<file path="config.mk">
export PLATFORM = sky130hd
export DESIGN_NAME = rob_top
export DESIGN_NICKNAME = d
export VERILOG_FILES = /design/src/hw/rob_pkg.sv /design/src/hw/rob_slot_if.sv /design/src/hw/rob_top.sv /design/src/hw/rob_beat_gen.sv /design/src/hw/rob_delivery_fsm.sv /design/src/hw/rob_age_timers.sv /design/src/hw/rob_slot_store.sv
export VERILOG_INCLUDE_DIRS = /design/src /design/src/hw
export SDC_FILE = /design/constraint.sdc
export NUM_CORES = 1
export LEC_CHECK = 0
export BUFFER_PORTS_ARGS = -buffer_cell sky130_fd_sc_hd__buf_2
export CAP_MARGIN = 20
export CORE_MARGIN = 2
export CORE_UTILIZATION = 52
export CTS_CLUSTER_SIZE = 30
export DETAILED_ROUTE_END_ITERATION = 12
export PLACE_DENSITY = 0.69
export REMOVE_ABC_BUFFERS = 1
export SETUP_SLACK_MARGIN = 0.05
export SYNTH_ARGS = -nofsm -noshare
export SYNTH_HDL_FRONTEND = slang
export SYNTH_SLANG_ARGS = --single-unit
</file>
<file path="constraint.sdc">
create_clock -name i_clk -period 25.5 [get_ports i_clk]
set_input_delay 7.65 -clock i_clk [delete_from_list [all_inputs] [get_ports i_clk]]
set_output_delay 7.65 -clock i_clk [all_outputs]
set_load 0.02 [all_outputs]
</file>
<file path="src/hw/rob_consts.svh">
`ifndef ROB_CONSTS_SVH
`define ROB_CONSTS_SVH

////////////////////////////////////////////////
// Buffer geometry
`define ROB_DEPTH    8   // Slots in the buffer
`define ROB_IDX_W    3   // Bits to name a slot

////////////////////////////////////////////////
// Packet fields
`define ROB_TAG_W    4   // Ordering tag
`define ROB_ADDR_W   16  // Base and beat address
`define ROB_DATA_W   16  // Single data word
`define ROB_BEATS_W  3   // Beat count minus one

////////////////////////////////////////////////
// Arbitration age
`define ROB_AGE_W    4
`define ROB_AGE_MAX  15  // Counter saturates here

`endif
</file>
<file path="src/hw/rob_pkg.sv">
`include "rob_consts.svh"

package rob_pkg;

    // Field widths with a meaning
    typedef logic [`ROB_TAG_W-1:0]   tag_t;
    typedef logic [`ROB_ADDR_W-1:0]  addr_t;
    typedef logic [`ROB_DATA_W-1:0]  data_t;
    typedef logic [`ROB_BEATS_W-1:0] beats_t;     // Beats minus one
    typedef logic [`ROB_AGE_W-1:0]   age_t;
    typedef logic [`ROB_IDX_W-1:0]   slot_idx_t;
    typedef logic [`ROB_DEPTH-1:0]   slot_vec_t;  // One bit per slot

    // Life of one slot
    typedef enum logic [3:0] {
        FREE    = 4'b0001,  // Empty, can take a packet
        BLOCKED = 4'b0010,  // Waits behind an older packet of its tag
        WAITING = 4'b0100,  // Eligible for delivery
        ACTIVE  = 4'b1000   // Being sent
    } slot_state_t;

    // Delivery sequencer
    typedef enum logic [3:0] {
        IDLE    = 4'b0001,
        LOAD    = 4'b0010,
        SEND    = 4'b0100,
        RELEASE = 4'b1000
    } deliv_state_t;

endpackage

</file>
<file path="src/hw/rob_slot_if.sv">
`timescale 1ns/1ns

interface rob_slot_if;

    // Allocation, from the slot store
    logic                alloc;
    rob_pkg::slot_idx_t  alloc_idx;
    rob_pkg::slot_vec_t  wait_vec;     // Slots in WAITING

    // Oldest waiting slot, from the age timers
    logic                pick_valid;
    rob_pkg::slot_idx_t  pick_idx;

    // Ownership changes, from the delivery FSM
    logic                grant;
    rob_pkg::slot_idx_t  grant_idx;
    logic                release_en;   // Active slot goes back to FREE
    rob_pkg::slot_idx_t  release_idx;

    modport store  (output alloc, alloc_idx, wait_vec,
                    input  grant, grant_idx, release_en, release_idx);

    modport timers (input  alloc, alloc_idx, wait_vec,
                    output pick_valid, pick_idx);

    modport fsm    (input  pick_valid, pick_idx,
                    output grant, grant_idx, release_en, release_idx);

endinterface

</file>
<file path="src/hw/rob_top.sv">
`timescale 1ns/1ns

module rob_top (
    input  logic             i_clk,
    input  logic             i_rst_n,
    input  logic             i_in_valid,
    output logic             o_in_ready,
    input  rob_pkg::tag_t    i_in_tag,
    input  rob_pkg::addr_t   i_in_addr,
    input  rob_pkg::data_t   i_in_data,
    input  rob_pkg::beats_t  i_in_beats,
    output logic             o_out_valid,
    input  logic             i_out_ready,
    output rob_pkg::tag_t    o_out_tag,
    output rob_pkg::addr_t   o_out_addr,
    output rob_pkg::data_t   o_out_data,
    output logic             o_out_last
);

    rob_slot_if slot_bus ();

    // Granted packet, store to beat generator
    rob_pkg::tag_t    w_sel_tag;
    rob_pkg::addr_t   w_sel_addr;
    rob_pkg::data_t   w_sel_data;
    rob_pkg::beats_t  w_sel_beats;
    logic             w_load;
    logic             w_last_taken;

    rob_slot_store rob_slot_store_inst (
        .i_clk       (i_clk),
        .i_rst_n     (i_rst_n),
        .i_in_valid  (i_in_valid),
        .o_in_ready  (o_in_ready),
        .i_in_tag    (i_in_tag),
        .i_in_addr   (i_in_addr),
        .i_in_data   (i_in_data),
        .i_in_beats  (i_in_beats),
        .slot        (slot_bus.store),
        .o_sel_tag   (w_sel_tag),
        .o_sel_addr  (w_sel_addr),
        .o_sel_data  (w_sel_data),
        .o_sel_beats (w_sel_beats)
    );

    rob_age_timers rob_age_timers_inst (
        .i_clk   (i_clk),
        .i_rst_n (i_rst_n),
        .slot    (slot_bus.timers)
    );

    rob_delivery_fsm rob_delivery_fsm_inst (
        .i_clk        (i_clk),
        .i_rst_n      (i_rst_n),
        .slot         (slot_bus.fsm),
        .o_load       (w_load),
        .i_last_taken (w_last_taken)
    );

    rob_beat_gen rob_beat_gen_inst (
        .i_clk        (i_clk),
        .i_rst_n      (i_rst_n),
        .i_load       (w_load),
        .i_tag        (w_sel_tag),
        .i_addr       (w_sel_addr),
        .i_data       (w_sel_data),
        .i_beats      (w_sel_beats),
        .o_out_valid  (o_out_valid),
        .i_out_ready  (i_out_ready),
        .o_out_tag    (o_out_tag),
        .o_out_addr   (o_out_addr),
        .o_out_data   (o_out_data),
        .o_out_last   (o_out_last),
        .o_last_taken (w_last_taken)
    );

endmodule

</file>
<file path="src/hw/rob_beat_gen.sv">
`timescale 1ns/1ns

module rob_beat_gen (
    input  logic             i_clk,
    input  logic             i_rst_n,
    input  logic             i_load,
    input  rob_pkg::tag_t    i_tag,
    input  rob_pkg::addr_t   i_addr,
    input  rob_pkg::data_t   i_data,
    input  rob_pkg::beats_t  i_beats,
    output logic             o_out_valid,
    input  logic             i_out_ready,
    output rob_pkg::tag_t    o_out_tag,
    output rob_pkg::addr_t   o_out_addr,
    output rob_pkg::data_t   o_out_data,
    output logic             o_out_last,
    output logic             o_last_taken
);

    rob_pkg::tag_t    r_tag;
    rob_pkg::addr_t   r_base;
    rob_pkg::data_t   r_data;
    rob_pkg::beats_t  r_beats;
    rob_pkg::beats_t  r_cnt;      // Current beat index
    logic             r_armed;    // Packet held, first beat next cycle
    logic             r_valid;
    logic             w_take;

    assign w_take = r_valid && i_out_ready;

    // Packet fields
    always_ff @(posedge i_clk) begin
        if (i_load) begin
            r_tag   <= i_tag;
            r_base  <= i_addr;
            r_data  <= i_data;
            r_beats <= i_beats;
        end
    end

    //////////////////////////////////////////////////
    // Beat counting and handshake
    always_ff @(posedge i_clk or negedge i_rst_n) begin
        if (!i_rst_n) begin
            r_cnt   <= '0;
            r_armed <= 1'b0;
            r_valid <= 1'b0;
        end else begin
            if (i_load) begin
                r_cnt   <= '0;
                r_armed <= 1'b1;
            end else if (r_armed) begin
                r_armed <= 1'b0;
                r_valid <= 1'b1;              // First beat goes out
            end else if (w_take) begin
                if (o_out_last)
                    r_valid <= 1'b0;          // Packet done
                else
                    r_cnt <= r_cnt + 1'b1;
            end
        end
    end

    assign o_out_valid  = r_valid;
    assign o_out_tag    = r_tag;
    assign o_out_data   = r_data;
    assign o_out_addr   = r_base + rob_pkg::addr_t'(r_cnt);  // Base plus beat index
    assign o_out_last   = (r_cnt == r_beats);
    assign o_last_taken = w_take && o_out_last;

    //////////////////////////////////////////////////
    // Checks
    a_hold_stable: assert property (@(posedge i_clk) disable iff (!i_rst_n)
        (o_out_valid && !i_out_ready) |=> (o_out_valid && $stable(o_out_tag) &&
            $stable(o_out_addr) && $stable(o_out_data) && $stable(o_out_last)));

    // FSM never loads over a packet still in flight
    a_load_idle: assert property (@(posedge i_clk) disable iff (!i_rst_n)
        i_load |-> (!o_out_valid && !r_armed));

endmodule

</file>
<file path="src/hw/rob_delivery_fsm.sv">
`timescale 1ns/1ns

module rob_delivery_fsm (
    input  logic     i_clk,
    input  logic     i_rst_n,
    rob_slot_if.fsm  slot,
    output logic     o_load,        // Beat generator takes the selected fields
    input  logic     i_last_taken   // Final beat handshaken
);

    rob_pkg::deliv_state_t r_state;
    rob_pkg::deliv_state_t w_next;
    rob_pkg::slot_idx_t    r_idx;    // Slot owned from grant to release

    //////////////////////////////////////////////////
    // Next state
    always_comb begin
        w_next = r_state;
        case (r_state)
            rob_pkg::IDLE: begin
                if (slot.pick_valid)
                    w_next = rob_pkg::LOAD;
            end
            rob_pkg::LOAD: begin
                w_next = rob_pkg::SEND;         // Single cycle strobe
            end
            rob_pkg::SEND: begin
                if (i_last_taken)
                    w_next = rob_pkg::RELEASE;
            end
            rob_pkg::RELEASE: begin
                w_next = rob_pkg::IDLE;
            end
            default: begin
                w_next = rob_pkg::IDLE;         // Recover from a bad encoding
            end
        endcase
    end

    always_ff @(posedge i_clk or negedge i_rst_n) begin
        if (!i_rst_n) begin
            r_state <= rob_pkg::IDLE;
            r_idx   <= '0;
        end else begin
            r_state <= w_next;
            if (slot.grant)
                r_idx <= slot.pick_idx;         // Hold for release
        end
    end

    //////////////////////////////////////////////////
    // Strobes
    assign slot.grant       = (r_state == rob_pkg::IDLE) && slot.pick_valid;
    assign slot.grant_idx   = slot.pick_idx;
    assign o_load           = (r_state == rob_pkg::LOAD);
    assign slot.release_en  = (r_state == rob_pkg::RELEASE);
    assign slot.release_idx = r_idx;

    //////////////////////////////////////////////////
    // Checks
    // Grant from IDLE and the packet is being loaded next cycle
    a_grant_idle: assert property (@(posedge i_clk) disable iff (!i_rst_n)
        slot.grant |-> (r_state == rob_pkg::IDLE) ##1 (r_state == rob_pkg::LOAD));

    // Beat generator only finishes a packet this FSM is sending
    a_last_in_send: assert property (@(posedge i_clk) disable iff (!i_rst_n)
        i_last_taken |-> (r_state == rob_pkg::SEND));

endmodule

</file>
<file path="src/hw/rob_age_timers.sv">
`timescale 1ns/1ns
`include "rob_consts.svh"

module rob_age_timers (
    input  logic       i_clk,
    input  logic       i_rst_n,
    rob_slot_if.timers slot
);

    rob_pkg::age_t      r_age [`ROB_DEPTH];  // Cycles since allocation
    rob_pkg::age_t      w_best_age;
    rob_pkg::slot_idx_t w_best_idx;
    logic               w_found;

    //////////////////////////////////////////////////
    // Saturating counters
    always_ff @(posedge i_clk or negedge i_rst_n) begin
        if (!i_rst_n) begin
            for (int i = 0; i < `ROB_DEPTH; i++) begin
                r_age[i] <= '0;
            end
        end else begin
            for (int i = 0; i < `ROB_DEPTH; i++) begin
                if (slot.alloc && (slot.alloc_idx == rob_pkg::slot_idx_t'(i)))
                    r_age[i] <= '0;                   // Fresh packet
                else if (r_age[i] != rob_pkg::age_t'(`ROB_AGE_MAX))
                    r_age[i] <= r_age[i] + 1'b1;
            end
        end
    end

    //////////////////////////////////////////////////
    // Oldest waiting slot
    // Strict compare keeps the lowest index on a tie
    always_comb begin
        w_found    = 1'b0;
        w_best_age = '0;
        w_best_idx = '0;
        for (int i = 0; i < `ROB_DEPTH; i++) begin
            if (slot.wait_vec[i] && (!w_found || (r_age[i] > w_best_age))) begin
                w_found    = 1'b1;
                w_best_age = r_age[i];
                w_best_idx = rob_pkg::slot_idx_t'(i);
            end
        end
    end

    assign slot.pick_valid = w_found;
    assign slot.pick_idx   = w_best_idx;

    // Pick must name a slot the store still holds as WAITING
    a_pick_waiting: assert property (@(posedge i_clk) disable iff (!i_rst_n)
        slot.pick_valid |-> slot.wait_vec[slot.pick_idx]);

endmodule

</file>
<file path="src/hw/rob_slot_store.sv">
`timescale 1ns/1ns
`include "rob_consts.svh"

module rob_slot_store (
    input  logic             i_clk,
    input  logic             i_rst_n,
    input  logic             i_in_valid,
    output logic             o_in_ready,
    input  rob_pkg::tag_t    i_in_tag,
    input  rob_pkg::addr_t   i_in_addr,
    input  rob_pkg::data_t   i_in_data,
    input  rob_pkg::beats_t  i_in_beats,
    rob_slot_if.store        slot,
    output rob_pkg::tag_t    o_sel_tag,
    output rob_pkg::addr_t   o_sel_addr,
    output rob_pkg::data_t   o_sel_data,
    output rob_pkg::beats_t  o_sel_beats
);

    // Per slot storage
    rob_pkg::slot_state_t r_state [`ROB_DEPTH];
    rob_pkg::tag_t        r_tag   [`ROB_DEPTH];
    rob_pkg::addr_t       r_addr  [`ROB_DEPTH];
    rob_pkg::data_t       r_data  [`ROB_DEPTH];
    rob_pkg::beats_t      r_beats [`ROB_DEPTH];
    rob_pkg::slot_idx_t   r_link  [`ROB_DEPTH];  // Slot this one waits on
    rob_pkg::slot_vec_t   r_tail;                // Newest packet of its tag
    rob_pkg::slot_idx_t   r_sel_idx;             // Last granted slot

    rob_pkg::slot_vec_t   w_free_vec;
    rob_pkg::slot_vec_t   w_wait_vec;
    rob_pkg::slot_vec_t   w_active_vec;
    rob_pkg::slot_idx_t   w_free_idx;
    rob_pkg::slot_idx_t   w_hit_idx;
    logic                 w_hit;                 // Tag already in flight
    logic                 w_chain;               // New packet must block
    logic                 w_accept;

    //////////////////////////////////////////////////
    // State decode
    always_comb begin
        for (int i = 0; i < `ROB_DEPTH; i++) begin
            w_free_vec[i]   = (r_state[i] == rob_pkg::FREE);
            w_wait_vec[i]   = (r_state[i] == rob_pkg::WAITING);
            w_active_vec[i] = (r_state[i] == rob_pkg::ACTIVE);
        end
    end

    // Lowest free slot, scanned downward so index 0 wins
    always_comb begin
        w_free_idx = '0;
        for (int i = `ROB_DEPTH - 1; i >= 0; i--) begin
            if (w_free_vec[i])
                w_free_idx = rob_pkg::slot_idx_t'(i);
        end
    end

    // Tail of the incoming tag's chain
    always_comb begin
        w_hit     = 1'b0;
        w_hit_idx = '0;
        for (int i = 0; i < `ROB_DEPTH; i++) begin
            if (r_tail[i] && !w_free_vec[i] && (r_tag[i] == i_in_tag)) begin
                w_hit     = 1'b1;
                w_hit_idx = rob_pkg::slot_idx_t'(i);
            end
        end
    end

    assign o_in_ready = |w_free_vec;
    assign w_accept   = i_in_valid && o_in_ready;
    // Tail leaving this very edge has nobody left to wake the newcomer
    assign w_chain    = w_hit && !(slot.release_en && (slot.release_idx == w_hit_idx));

    assign slot.alloc     = w_accept;
    assign slot.alloc_idx = w_free_idx;
    assign slot.wait_vec  = w_wait_vec;

    //////////////////////////////////////////////////
    // Slot states and chain bookkeeping
    always_ff @(posedge i_clk or negedge i_rst_n) begin
        if (!i_rst_n) begin
            for (int i = 0; i < `ROB_DEPTH; i++) begin
                r_state[i] <= rob_pkg::FREE;
            end
            r_tail    <= '0;
            r_sel_idx <= '0;
        end else begin
            if (slot.grant) begin
                r_state[slot.grant_idx] <= rob_pkg::ACTIVE;
                r_sel_idx               <= slot.grant_idx;  // Feeds the beat generator
            end
            if (slot.release_en) begin
                r_state[slot.release_idx] <= rob_pkg::FREE;
                r_tail[slot.release_idx]  <= 1'b0;
                // Successor of the finished packet may go
                for (int i = 0; i < `ROB_DEPTH; i++) begin
                    if ((r_state[i] == rob_pkg::BLOCKED) && (r_link[i] == slot.release_idx))
                        r_state[i] <= rob_pkg::WAITING;
                end
            end
            if (w_accept) begin
                r_state[w_free_idx] <= w_chain ? rob_pkg::BLOCKED : rob_pkg::WAITING;
                r_tail[w_free_idx]  <= 1'b1;      // Newest of its tag
                if (w_hit)
                    r_tail[w_hit_idx] <= 1'b0;    // Old tail hands over
            end
        end
    end

    // Packet fields, written on accept only
    always_ff @(posedge i_clk) begin
        if (w_accept) begin
            r_tag[w_free_idx]   <= i_in_tag;
            r_addr[w_free_idx]  <= i_in_addr;
            r_data[w_free_idx]  <= i_in_data;
            r_beats[w_free_idx] <= i_in_beats;
            r_link[w_free_idx]  <= w_hit_idx;
        end
    end

    assign o_sel_tag   = r_tag[r_sel_idx];
    assign o_sel_addr  = r_addr[r_sel_idx];
    assign o_sel_data  = r_data[r_sel_idx];
    assign o_sel_beats = r_beats[r_sel_idx];

    //////////////////////////////////////////////////
    // Checks
    a_no_accept_full: assert property (@(posedge i_clk) disable iff (!i_rst_n)
        (w_free_vec == '0) |-> !slot.alloc);

    // FSM may only free what it was granted
    a_release_active: assert property (@(posedge i_clk) disable iff (!i_rst_n)
        slot.release_en |-> (r_state[slot.release_idx] == rob_pkg::ACTIVE));

    a_one_active: assert property (@(posedge i_clk) disable iff (!i_rst_n)
        $onehot0(w_active_vec));

endmodule

</file>
# After elaboration in Yosys (flattened, before gate mapping)
# Memory sizes are Yosys's and may differ from the RTL's. A register that Yosys moved wholly into a read port is not among the register bits.
# Index checks and enable logic that the tools add are counted.
dict set report classes {
  mux 102
  add_sub_neg 10
  n_eq_ne 65
  bitwise 15
  n_lt_le_gt_ge 19
  reduce_logical 90
}
# cell n
set ops {}
lappend ops {{two-way mux 4 bit} 36}
lappend ops {{two-way mux 32 bit} 3}
lappend ops {{two-way mux 3 bit} 21}
lappend ops {{logical AND 1 bit} 51}
lappend ops {{AND 24 bit} 2}
lappend ops {{inverter 24 bit} 2}
lappend ops {{demux 4 bit (select 3 bit)} 3}
lappend ops {{equality test 4 x 1 -> 1 bit (second input constant)} 9}
lappend ops {{equality test 4 x 2 -> 1 bit (second input constant)} 9}
lappend ops {{equality test 4 x 3 -> 1 bit (second input constant)} 9}
lappend ops {{adder 4 x 1 -> 4 bit (second input constant)} 8}
lappend ops {{bitwise mux 32 bit} 1}
lappend ops {{equality test 4 bit} 8}
lappend ops {{!= test 4 bit (second input constant)} 8}
lappend ops {{equality test 3 bit} 10}
lappend ops {{> comparator 4 bit} 7}
lappend ops {{two-way mux 1 bit} 27}
lappend ops {{two-way mux 8 bit} 3}
lappend ops {{OR 8 bit} 3}
lappend ops {{nonzero test 2 bit} 11}
lappend ops {{adder 16 x 3 -> 16 bit} 1}
lappend ops {{AND 8 bit} 2}
lappend ops {{logical NOT 1 bit} 16}
lappend ops {{inverter 8 bit} 2}
lappend ops {{20 further kinds} 49}
dict set report word_totals {
  inputBits 43
  ram_bits 336
  out_inout_bits 39
  register_bits 84
  mem_count 5
}
# name words width read_ports rd_ports_with_merged_regs write_ports line_no
set memory_table {}
lappend memory_table {rob_slot_store_inst.r_addr 8 16 1 1 1 rob_slot_store.sv:23} ;# rob_pkg::addr_t r_addr [`ROB_DEPTH];
lappend memory_table {rob_slot_store_inst.r_data 8 16 1 1 1 rob_slot_store.sv:24} ;# rob_pkg::data_t r_data [`ROB_DEPTH];
lappend memory_table {rob_slot_store_inst.r_tag 8 4 9 1 1 rob_slot_store.sv:22} ;# rob_pkg::tag_t r_tag [`ROB_DEPTH];
lappend memory_table {rob_slot_store_inst.r_beats 8 3 1 1 1 rob_slot_store.sv:25} ;# rob_pkg::beats_t r_beats [`ROB_DEPTH];
lappend memory_table {rob_slot_store_inst.r_link 8 3 8 0 1 rob_slot_store.sv:26} ;# rob_pkg::slot_idx_t r_link [`ROB_DEPTH];

# Longest topological paths before layout
# Gate-level depths: netlist (run 1).
dict set report logic_depth {
  ltp_word 43
  mapped_depth 53
  ltp_nobuf 50
}

# Modules after synthesis
# Synthesis (run 1) repeated with hierarchy kept, for this count alone.
dict set report unflattened {
  hier_cells 1309
  area_unflattened_um2 20589.7
}
# mod cells_each instances area_each_um2
set modules_own_cells {}
lappend modules_own_cells {rob_slot_store 834 1 15587.4}
lappend modules_own_cells {rob_age_timers 342 1 2894.0}
lappend modules_own_cells {rob_beat_gen 104 1 1752.9}
lappend modules_own_cells {rob_delivery_fsm 29 1 355.3}

# Worst setup path before layout (run 1)
# OpenSTA, ideal clock, no wires.
dict set report synth_timing {
  path_kind {input-to-reg}
  startpoint {in i_in_valid}
  endpoint {reg rob_slot_store_inst.r_state[9] (netlist bit)}
  required_ns 25.376
  path_stages 4
  arrival_ns 13.213
  slack_ns 12.163
  path_buffers 0
  cell_sequence {nand3_1 -> nor4_1 -> a31oi_1 -> a32o_1}
}
dict set report synth_via {
  elab_chain_cells 2
}
# item line_no
set synth_lines {}
lappend synth_lines {{start, declared} rob_top.sv:6} ;# input logic i_in_valid,
lappend synth_lines {{logical AND 1 bit} rob_slot_store.sv:71} ;# assign w_accept = i_in_valid && o_in_ready;
lappend synth_lines {{two-way mux 32 bit} rob_slot_store.sv:102} ;# if (w_accept) begin
lappend synth_lines {{end signal, assigned by index} rob_slot_store.sv:84} ;# r_state[i] <= rob_pkg::FREE;
lappend synth_lines {{end signal, assigned by index} rob_slot_store.sv:99} ;# r_state[i] <= rob_pkg::WAITING;
lappend synth_lines {{end signal, assigned by index} rob_slot_store.sv:103} ;# r_state[w_free_idx] <= w_chain ? rob_pkg::BLOCKED : rob_pkg::WAITING;
lappend synth_lines {{end, declared} rob_slot_store.sv:21} ;# rob_pkg::slot_state_t r_state [`ROB_DEPTH];
# No other way between the ends.
# A chain may end at the register's enable or synchronous reset.

# Worst setup path in the final report (run 1)
dict set report layout_timing {
  startpoint {reg rob_slot_store_inst.r_state[29] (netlist bit)}
  endpoint {reg rob_slot_store_inst.r_state[22] (netlist bit)}
}
dict set report layout_via {
  elab_chain_cells 43
}
# item line_no
set layout_lines {}
lappend layout_lines {{start signal, assigned by index} rob_slot_store.sv:84}
lappend layout_lines {{start signal, assigned by index} rob_slot_store.sv:90} ;# r_state[slot.grant_idx] <= rob_pkg::ACTIVE;
lappend layout_lines {{start signal, assigned by index} rob_slot_store.sv:94} ;# r_state[slot.release_idx] <= rob_pkg::FREE;
lappend layout_lines {{equality test 4 x 3 -> 1 bit} rob_slot_store.sv:44} ;# w_wait_vec[i] = (r_state[i] == rob_pkg::WAITING);
lappend layout_lines {{two-way mux 4 bit or two-way mux 1 bit (tied branches)} rob_age_timers.sv:40} ;# if (slot.wait_vec[i] && (!w_found || (r_age[i] > w_best_age))) begin
lappend layout_lines {{> comparator 4 bit or logical NOT 1 bit (tied branches)} rob_age_timers.sv:40}
lappend layout_lines {{logical OR 1 bit} rob_age_timers.sv:40}
lappend layout_lines {{logical AND 1 bit} rob_age_timers.sv:40}
lappend layout_lines {{two-way mux 4 bit or two-way mux 1 bit (tied branches)} rob_age_timers.sv:40}
lappend layout_lines {{> comparator 4 bit or logical NOT 1 bit (tied branches)} rob_age_timers.sv:40}
lappend layout_lines {{logical OR 1 bit} rob_age_timers.sv:40}
lappend layout_lines {{(+27 left out)} n/a}
lappend layout_lines {{inverter 24 bit (no source line)} n/a}
lappend layout_lines {{AND 24 bit (no source line)} n/a}
lappend layout_lines {{two-way mux 32 bit} rob_slot_store.sv:89} ;# if (slot.grant) begin
lappend layout_lines {{AND 24 bit (no source line)} n/a}
lappend layout_lines {{two-way mux 4 bit} rob_slot_store.sv:98} ;# if ((r_state[i] == rob_pkg::BLOCKED) && (r_link[i] == slot.release_idx))
lappend layout_lines {{two-way mux 32 bit} rob_slot_store.sv:93} ;# if (slot.release_en) begin
lappend layout_lines {{bitwise mux 32 bit} rob_slot_store.sv:103}
lappend layout_lines {{two-way mux 32 bit (*)} rob_slot_store.sv:102}
# Every way passes the cells marked *; elsewhere a longest branch is shown, timed or not.

==> results.txt, run 1 <==
clk buf depth: 3
Slowest Stage Delay on Critical Path: 0.79 ns
initial core utilization: 0.528
Detailed Place HPWL: 26000 um
Synth Area in XOR/XNOR: 0.0377
Most used DFF post-synth: edfxtp_1
Layout area overhead: 13.2%
CTS tree: built
CTS resizes: 0
Post-CTS Repair Setup Buffers: 0
Crit path required time: 25.90 ns
clock latency on the worst-skew pair: 0.58 ns
startpoint types: flip-flop
slowest CP cell: a31oi_1
Tightest Pin Transition: 1.06 ns
Synth Warn #: 0
Period minus WS final: 12.76 ns
P_leak: 7.66 nW
Yosys reg bits: 459
Worst Path Max Fanout: 16
port bufs: 81
H-tree Lvls: 2
Worst R2R End: rob_slot_store_inst.r_state[22]
vias in the first global route: 11900
initial antenna violation count: 2
pwr/cell area: 73.6 nW/um^2
final hold violations: 0
syn avg cell area: 14.5 sq um
crit end category: flip-flop
Hold Crit Class: flip-flop to flip-flop
clock transition at the registers of the reported paths: 0.06 ns
cell mode on critical path: ha_1
share of layout cells above drive strength 1: 0.156
vias: 12000
most frequent cells in the layout: edfxtp_1, a22oi_1, buf_2, nor2_1, dfrtp_1
Post-Layout Cell Count: 1933
clk_skew: 0.0336 ns
max-slew violation count: 0
Final Power: 1.61 mW
NumNets Final: 1509
Unique masters post-synth: 66
critical path type: flip-flop to flip-flop
largest net degree at the start of global routing: 49
Rel. slew slack: 0.296
VDD IR-drop max: 49.3 uV
Num CTS Buffers: 45
Finished Core Util: 0.598
Max Cap Viol: 0
drt drc: 0
Synth area leader: edfxtp_1
Fmax: 78.4 MHz
DR vias/cell: 6.21
global-route wire length before repair: 68900 um
DRT antenna net count: 0
CTS Hold Bufs: 0
Adder-Cell Fraction of Synth Area: 0.0270
crit path launch: rob_slot_store_inst.r_state[29]
Post-synth EDFFs: 375
DIE WIDTH: 197 um
unrepaired setup endpoints after global routing: no
largest family of logic cells by synthesized area: compound AO/OA/AOI/OAI gates
R2R Path Start: rob_slot_store_inst.r_state[29]
Total Wirelength: 44900 um
First-pass DRT Iterations: 7
core box area: 36500 sq um
GR Overflow Total: 0
die area: 38600 sq um
reg-to-reg slack, setup: 12.74 ns
compound-gate portion of the synthesized area: 0.108
Die H: 197 um
DP Cell Count: 1846
most common cell after layout, fill and taps aside: edfxtp_1
synth top area cells: edfxtp_1, dfrtp_1, a22oi_1, ha_1, xor2_1
Post-Syn Area: 19300 sq um
Mapped Cells: 1331
status: complete, no violations
top-area cell type share of the netlist area: 0.584
Final GP Congestion: 0.904
Critical path destination: rob_slot_store_inst.r_state[22]
crit path DAT: 13.16 ns
clock root buffer: clkbuf_16
per-cell routed wire length: 23.2 um
Reg2Reg Depth: 49
Tcrit/Tclk final: 0.500
post-synthesis simple-gate area fraction: 0.102
asr flop ratio synth: 0.183
clock sinks: 459
multiplexer share of the synthesized area: 0.0134
Iter 0 DRT Violations: 1111
setup tns final: 0 ns
fillcell total: 2736
GRT Overall Usage: 0.234
FP Rows: 70
Ports: 82
sequential-to-total area share from yosys stat: 0.694
final setup fails: 0
how the worst min path moves through the flow:
| stage | cells after the start | endpoint | start | slack [ns] |
|---|---|---|---|---|
| 2_1_floorplan | 1 | rob_delivery_fsm_inst.r_state[2] | rob_delivery_fsm_inst.r_state[3] | 0.47 |
| 3_3_place_gp | 1 | rob_beat_gen_inst.o_out_valid | rob_beat_gen_inst.r_armed | 0.49 |
| 3_5_place_dp | 1 | rob_beat_gen_inst.o_out_valid | rob_beat_gen_inst.r_armed | 0.51 |
| 4_1_cts | 1 | rob_beat_gen_inst.o_out_valid | rob_beat_gen_inst.r_armed | 0.52 |
| 5_1_grt | 1 | rob_beat_gen_inst.o_out_valid | rob_beat_gen_inst.r_armed | 0.53 |
| 6_report | 1 | rob_beat_gen_inst.o_out_valid | rob_beat_gen_inst.r_armed | 0.51 |
registers in the layout (all words and copies together) (netlist names), 8 cells and up:
name / cells
rob_age_timers_inst.r_age: 32
rob_beat_gen_inst.o_out_data: 16
rob_beat_gen_inst.r_base: 16
rob_slot_store_inst.r_addr: 128
rob_slot_store_inst.r_beats: 24
rob_slot_store_inst.r_data: 128
rob_slot_store_inst.r_link: 24
rob_slot_store_inst.r_state: 32
rob_slot_store_inst.r_tag: 32
rob_slot_store_inst.r_tail: 8
metal layers:
layer  global-route usage  part of all wire
met1                0.335              0.44
met2                0.376              0.48
met3               0.0399             0.069
met4               0.0572             0.016
met5                    0           0.00025
power by group:
part / internal (mW) / switching [mW] / leakage [nW] / total, mW
clock network: 0.398 / 0.280 / 0.752 / 0.677
registers: 0.817 / 0.00799 / 4.29 / 0.825
logic: 0.0435 / 0.0615 / 2.62 / 0.105
cells by family (layout without fill, tap and decap cells):
| logic type | after synthesis | in the layout |
|---|---|---|
| multiplexers | 23 | 23 |
| AND/OR/NAND/NOR | 344 | 344 |
| adder cells (fa/ha/maj) | 41 | 41 |
| buffers and inverters | 89 | 220 |
| AO/OA/AOI/OAI | 292 | 292 |
| flip-flops | 459 | 459 |
| XOR/XNOR | 83 | 83 |
| other | 0 | 3 |
cells in the mapped netlist, types with 4 or more instances:
library cell,n
mux2_4,5
and4_1,5
a31oi_1,20
a22oi_1,161
mux2i_1,15
o211ai_1,7
nand2b_1,8
nor4_1,11
inv_1,30
clkbuf_1,49
dfrtp_1,75
nor3b_1,10
ha_1,40
nor2_1,78
nand4_1,47
a32o_1,4
nand3_1,31
edfxtp_1,375
buf_2,5
or4b_2,4
o21ai_0,9
and2_1,5
a22o_1,5
nand2_1,48
nor3_1,29
o21a_1,4
a211oi_1,8
nor4b_1,19
xnor2_1,35
dfstp_2,9
nor2b_1,16
a21oi_1,49
xor2_1,48
and3_1,12
critical path: cells and delay by family (launching register included):
kind	cells	cell delay, ns
AO/OA/AOI/OAI	22	5.38
buffers and inverters	2	0.15
multiplexers	3	1.00
flip-flops	1	0.44
AND/OR/NAND/NOR	15	3.51
adder cells (fa/ha/maj)	7	2.10
final cells by class:
cell class,instances,area [sq um],area share
multi-input cells,783,5630,0.258
clock buffers,61,1250,0.0571
well taps,468,586,0.0268
diodes,3,7.51,0.000344
flip-flops and latches,459,13400,0.613
repair buffers,106,596,0.0273
clock inverters,23,280,0.0128
inverters,30,113,0.00516
through the flow:
stage | instance area [sq um] | hold slack [ns] | setup slack [ns]
2_1_floorplan | 19000 | 0.471 | 12.16
5_1_grt | 21800 | 0.528 | 11.71
6_report | 21800 | 0.511 | 12.74
3_5_place_dp | 20300 | 0.509 | 12.94
3_3_place_gp | 20300 | 0.490 | 13.59
4_1_cts | 21800 | 0.518 | 12.87
(Power assumes the default switching activity.)
==> run 2: changes to the inputs <==
==> constraint.sdc (replaced) <==
create_clock -name i_clk -period 12.38 [get_ports i_clk]
set_input_delay 3.714 -clock i_clk [delete_from_list [all_inputs] [get_ports i_clk]]
set_output_delay 3.714 -clock i_clk [all_outputs]
set_load 0.02 [all_outputs]
==> results.txt, run 2 (synthesis gave the netlist of run 1 again) <==
most common cell after layout, fill and taps aside: edfxtp_1
final setup fails: 0 (unchanged)
First-pass DRT Iterations: 5 (-2)
Total Wirelength: 45400 um (+1.2%)
H-tree Lvls: 2 (unchanged)
DR vias/cell: 6.23 (+0.32%)
CP delay by family, top: compound AO/OA/AOI/OAI gates
Die H: 197 um (unchanged)
max-slew violation count: 0 (unchanged)
unrepaired setup endpoints after global routing: no
Ports: 82 (unchanged)
crit path launch: rob_slot_store_inst.r_state[29]
Final GP Congestion: 0.875 (-3.2%)
Worst R2R End: rob_slot_store_inst.r_state[18]
clk buf depth: 3 (unchanged)
Crit path required time: 12.77 ns (-13.13 ns)
DRT antenna net count: 0 (unchanged)
clock root buffer: clkbuf_16
CTS tree: built
initial core utilization: 0.528 (unchanged)
Finished Core Util: 0.598 (about the same)
Final Power: 3.30 mW (+110%)
P_leak: 7.67 nW (about the same)
port bufs: 81 (unchanged)
DP Cell Count: 1847 (+0.054%)
Hold Crit Class: flip-flop to flip-flop
initial antenna violation count: 1 (-1)
vias: 12000 (+0.32%)
Post-Layout Cell Count: 1933 (unchanged)
crit end category: flip-flop
Met3 Routed Length: 2870 um (-7.7%)
clk_skew: 0.0132 ns (-0.0204 ns)
Critical path destination: rob_slot_store_inst.r_state[18]
drt drc: 0 (unchanged)
R2R Path Start: rob_slot_store_inst.r_state[29]
final hold violations: 0 (unchanged)
per-cell routed wire length: 23.5 um (+1.2%)
Iter 0 DRT Violations: 1144 (+3.0%)
Tightest Pin Transition: 1.09 ns (+0.0329 ns)
GR Overflow Total: 0 (unchanged)
global-route wire length before repair: 69900 um (+1.4%)
Reg2Reg Depth: 50 (+2.0%)
NumNets Final: 1512 (+0.20%)
GRT Overall Usage: 0.238 (+0.00385)
most frequent cells in the layout: edfxtp_1, a22oi_1, buf_2, dfrtp_1, nor2_1
Rel. slew slack: 0.274 (-0.0219)
Worst Path Max Fanout: 15 (-1)
Post-DP Area: 20300 sq um (about the same)
CP Depth: 50 (+2.0%)
share of layout cells above drive strength 1: 0.156 (+0.000470)
uppermost layer routed: met5
cell mode on critical path: ha_1
clock latency on the worst-skew pair: 0.56 ns (-0.02 ns)
critical path type: flip-flop to flip-flop
VDD IR-drop max: 129 uV (+160%)
Period minus WS final: 11.45 ns (-1.31 ns)
Num CTS Buffers: 46 (+2.2%)
die area: 38600 sq um (unchanged)
vias in the first global route: 12000 (+1.1%)
Fmax: 87.3 MHz (+11%)
setup tns final: 0 ns (unchanged)
Detailed Place HPWL: 25800 um (-0.77%)
final instance area: 21900 sq um (about the same)
DIE WIDTH: 197 um (unchanged)
clock sinks: 459 (unchanged)
status: complete, no violations
startpoint types: flip-flop
reg-to-reg slack, setup: 0.93 ns (-11.81 ns)
Hold Crit Depth: 1 (unchanged)
Tcrit/Tclk final: 0.925 (+0.425)
DR WL met2: 21800 um (+2.0%)
Regs by FF count: rob_slot_store_inst.r_addr x128, rob_slot_store_inst.r_data x128
clock transition at the registers of the reported paths: 0.06 ns (about the same)
Met1 Routed Length: 19600 um (about the same)
Layout area overhead: 13.4% (about the same)
critical path buffer and inverter count: 6 (+4)
Slowest Stage Delay on Critical Path: 0.44 ns (-0.35 ns)
pwr/cell area: 151 nW/um^2 (+110%)
CTS Hold Bufs: 0 (unchanged)
largest net degree at the start of global routing: 55 (+12%)
Max Cap Viol: 0 (unchanged)
crit path DAT: 11.84 ns (-1.32 ns)
core box area: 36500 sq um (unchanged)
FP Rows: 70 (unchanged)
slowest CP cell: dfrtp_1
[run 2: changes by cell type in the layout (fill, tap and decap cells not counted), sizes merged]
cell,delta
clkinvlp,+1
clkinv,+2
inv,-1
clkbuf,-2
diode,-2
buf,+2
[run 2: timing repair]
| action | in CTS | in global routing |
|---|---|---|
| gates resized for setup | 0 | 4 |
| endpoints found under the setup margin | 0 | 19 |
| hold endpoints to repair | 0 | 0 |
| buffers inserted | 0 | 1 |
[run 2: stage by stage]
stage	setup slack (ns)	hold slack [ns]
4_1_cts	0.373	0.522
3_3_place_gp	1.04	0.491
5_1_grt	0.0514	0.558
6_report	0.928	0.516
3_5_place_dp	0.412	0.508
2_1_floorplan	1.36	0.471
[run 2: worst min path at each step]
| stage | slack, ns | startpoint | endpoint |
|---|---|---|---|
| after floorplan | 0.47 | rob_delivery_fsm_inst.r_state[3] | rob_delivery_fsm_inst.r_state[2] |
| after global placement | 0.49 | rob_beat_gen_inst.r_armed | rob_beat_gen_inst.o_out_valid |
| after detailed placement | 0.51 | rob_beat_gen_inst.r_armed | rob_beat_gen_inst.o_out_valid |
| after CTS | 0.52 | rob_beat_gen_inst.r_armed | rob_beat_gen_inst.o_out_valid |
| after global routing | 0.56 | rob_beat_gen_inst.r_armed | rob_beat_gen_inst.o_out_valid |
| final | 0.52 | rob_beat_gen_inst.r_armed | rob_beat_gen_inst.o_out_valid |
[run 2: layout make-up]
cell class | instances | area (sq um)
clock buffer | 59 | 1230
fill | 2728 | 14700
inverter | 30 | 113
timing repair buffer | 108 | 611
antenna | 1 | 2.50
tap | 468 | 586
sequential | 459 | 13400
clock inverter | 25 | 290
multi-input combinational | 783 | 5650
[run 2: metal layers]
layer  global-route usage  vias up
met5                    0        -
met4               0.0665        2
met3               0.0364       70
met2                0.387      405
met1                0.335     6128
li1                     -     5431
[run 2: report_power, final]
group	switching (mW)	leakage, nW	total [mW]	internal, mW
registers	0.0159	4.29	1.70	1.68
clock network	0.577	0.741	1.39	0.812
logic	0.127	2.64	0.216	0.0894
==> run 3: changes to the inputs <==
--- a/config.mk
+++ b/config.mk
@@ -13,6 +13,7 @@
 export CTS_CLUSTER_SIZE = 30
 export DETAILED_ROUTE_END_ITERATION = 12
 export PLACE_DENSITY = 0.69
+export RECOVER_POWER = 50
 export REMOVE_ABC_BUFFERS = 1
 export SETUP_SLACK_MARGIN = 0.05
 export SYNTH_ARGS = -nofsm -noshare
==> results.txt, run 3 (synthesis gave the netlist of run 1 again) <==
clock transition at the registers of the reported paths: 0.06 ns (about the same)
CTS Hold Bufs: 0 (unchanged)
setup tns final: 0 ns (unchanged)
Int Pwr: 2.58 mW (about the same)
initial core utilization: 0.528 (unchanged)
Rel. slew slack: -0.994 (-1.27)
Detailed Place HPWL: 25800 um (unchanged)
Final GP Congestion: 0.875 (unchanged)
unrepaired setup endpoints after global routing: no
H-tree Lvls: 2 (unchanged)
GRT Overall Usage: 0.238 (unchanged)
slowest CP cell: dfrtp_1
final hold violations: 0 (unchanged)
clock latency on the worst-skew pair: 0.56 ns (about the same)
Regs by FF count: rob_slot_store_inst.r_addr x128, rob_slot_store_inst.r_data x128
largest net degree at the start of global routing: 55 (unchanged)
status: finished with violations
Max Cap Viol: 4 (+4)
initial antenna violation count: 1 (unchanged)
clk buf depth: 3 (unchanged)
fillcell total: 2760 (+1.2%)
HP Start: rob_beat_gen_inst.r_armed
DIE WIDTH: 197 um (unchanged)
Layout area overhead: 12.9%
P_leak: 7.54 nW (-1.7%)
FP Rows: 70 (unchanged)
Tcrit/Tclk final: 0.925 (about the same)
critical path type: flip-flop to flip-flop
Die H: 197 um (unchanged)
pwr/cell area: 152 nW/um^2 (+0.26%)
GR Overflow Total: 0 (unchanged)
Slowest Stage Delay on Critical Path: 0.45 ns (about the same)
clock sinks: 459 (unchanged)
Iter 0 DRT Violations: 1074 (-6.1%)
Hold Crit Class: flip-flop to flip-flop
Period minus WS final: 11.45 ns (-0.00495 ns)
Fmax: 87.4 MHz (about the same)
Ports: 82 (unchanged)
global-route wire length before repair: 69900 um (unchanged)
cell mode on critical path: ha_1
Comb power frac: 0.065 (about the same)
NumNets Final: 1512 (unchanged)
final setup fails: 0 (unchanged)
Worst R2R End: rob_slot_store_inst.r_state[18]
R2R Path Start: rob_slot_store_inst.r_state[29]
Total Wirelength: 45300 um (-0.22%)
Num CTS Buffers: 46 (unchanged)
Seq pwr share: 0.515 (about the same)
clock root buffer: clkbuf_16
port bufs: 81 (unchanged)
per-cell routed wire length: 23.4 um (-0.22%)
max-slew violation count: 153 (+153)
Switching Share: 0.218 (-0.000282)
most frequent cells in the layout: edfxtp_1, a22oi_1, nor2_1, dfrtp_1, clkbuf_1
most common cell after layout, fill and taps aside: edfxtp_1
Tightest Pin Transition: 2.99 ns (+1.90 ns)
part of the power in the clock network: 0.421 (about the same)
clk_skew: 0.0129 ns (-0.000304 ns)
Setup WS pre-CTS: 0.412 ns (unchanged)
DRT antenna net count: 0 (unchanged)
VDD IR-drop max: 129 uV (-0.34%)
share of layout cells above drive strength 1: 0.122 (-0.0342)
Crit path required time: 12.77 ns (about the same)
drt drc: 0 (unchanged)
die area: 38600 sq um (unchanged)
Psw: 718 uW (-0.25%)
CTS tree: built
startpoint types: flip-flop
crit path launch: rob_slot_store_inst.r_state[29]
Hold Crit Depth: 1 (unchanged)
DR vias/cell: 6.27 (+0.66%)
vias in the first global route: 12000 (unchanged)
Reg2Reg Depth: 50 (unchanged)
crit path DAT: 11.84 ns (about the same)
vias: 12100 (+0.66%)
crit end category: flip-flop
Critical path destination: rob_slot_store_inst.r_state[18]
First-pass DRT Iterations: 5 (unchanged)
reg-to-reg slack, setup: 0.93 ns (about the same)
Worst Path Max Fanout: 15 (unchanged)
core box area: 36500 sq um (unchanged)
worst setup margin: 0.933 ns (+0.00495 ns)
failing checks: max-capacitance violations, max-slew violations
[run 3: cell types whose count changed in the layout (fill, tap and decap cells not counted), moves of 2 or more]
cell and delta:
nor2_1 +2, buf_4 -4, nor2_4 -2, buf_2 -41
clkbuf_1 +45
[run 3: routing by layer]
layer  GRT usage  up-vias  wire [um]
met5           0        -         13
met4      0.0665        2       1170
met3      0.0364       84       3240
met2       0.387      460      21600
met1       0.335     6137      19200
li1            -     5433          -
[run 3: worst min-delay path by stage]
stage	end	slack [ns]
global route	rob_beat_gen_inst.o_out_valid	0.56
finish	rob_beat_gen_inst.o_out_valid	0.52
detailed placement	rob_beat_gen_inst.o_out_valid	0.51
CTS	rob_beat_gen_inst.o_out_valid	0.52
floorplan	rob_delivery_fsm_inst.r_state[2]	0.47
global placement	rob_beat_gen_inst.o_out_valid	0.49
[run 3: per-stage QoR]
step           power [mW]  instances  utilization  cell area, sq um  hold WS [ns]
4_1_cts              3.33       1931        0.598             21800         0.522
5_1_grt              3.41       1932        0.596             21800         0.558
3_3_place_gp         1.93       1847        0.556             20300         0.491
2_1_floorplan        1.87       1272            -             19000         0.471
3_5_place_dp         1.95       1847        0.556             20300         0.508
6_report             3.30       1933        0.596             21800         0.518
[run 3: cell type report]
class / instances / area (sq um) / share of cell area
Sequential cell: 459 / 13400 / 0.614
Multi-Input combinational cell: 783 / 5630 / 0.259
Clock buffer: 59 / 1230 / 0.0565
Tap cell: 468 / 586 / 0.0269
Timing Repair Buffer: 108 / 544 / 0.0250
Clock inverter: 25 / 290 / 0.0133
Inverter: 30 / 113 / 0.00517
Antenna cell: 1 / 2.50 / 0.000115
[run 3: power by group through the flow]
stage / sequential (mW) / clock, mW / combinational (mW)
floorplan: 1.73 / 0 / 0.145
global placement: 1.73 / 0 / 0.203
detailed placement: 1.73 / 0 / 0.215
CTS: 1.70 / 1.41 / 0.217
global route: 1.70 / 1.47 / 0.245
finish: 1.70 / 1.39 / 0.213
[run 3: critical path, delay by kind of cell (launching register included)]
kind	cells	cell delay, ns
AO/OA/AOI/OAI	21	4.42
AND/OR/NAND/NOR	13	2.30
adder cells (fa/ha/maj)	7	2.14
multiplexers	3	1.07
buffers and inverters	6	0.89
flip-flops	1	0.45
[run 3: what timing repair did]
| action | CTS | global route |
|---|---|---|
| resized for setup | 0 | 4 |
| endpoints found under the setup margin | 0 | 19 |
| endpoints found under the hold margin | 0 | 0 |
| buffers inserted | 0 | 1 |
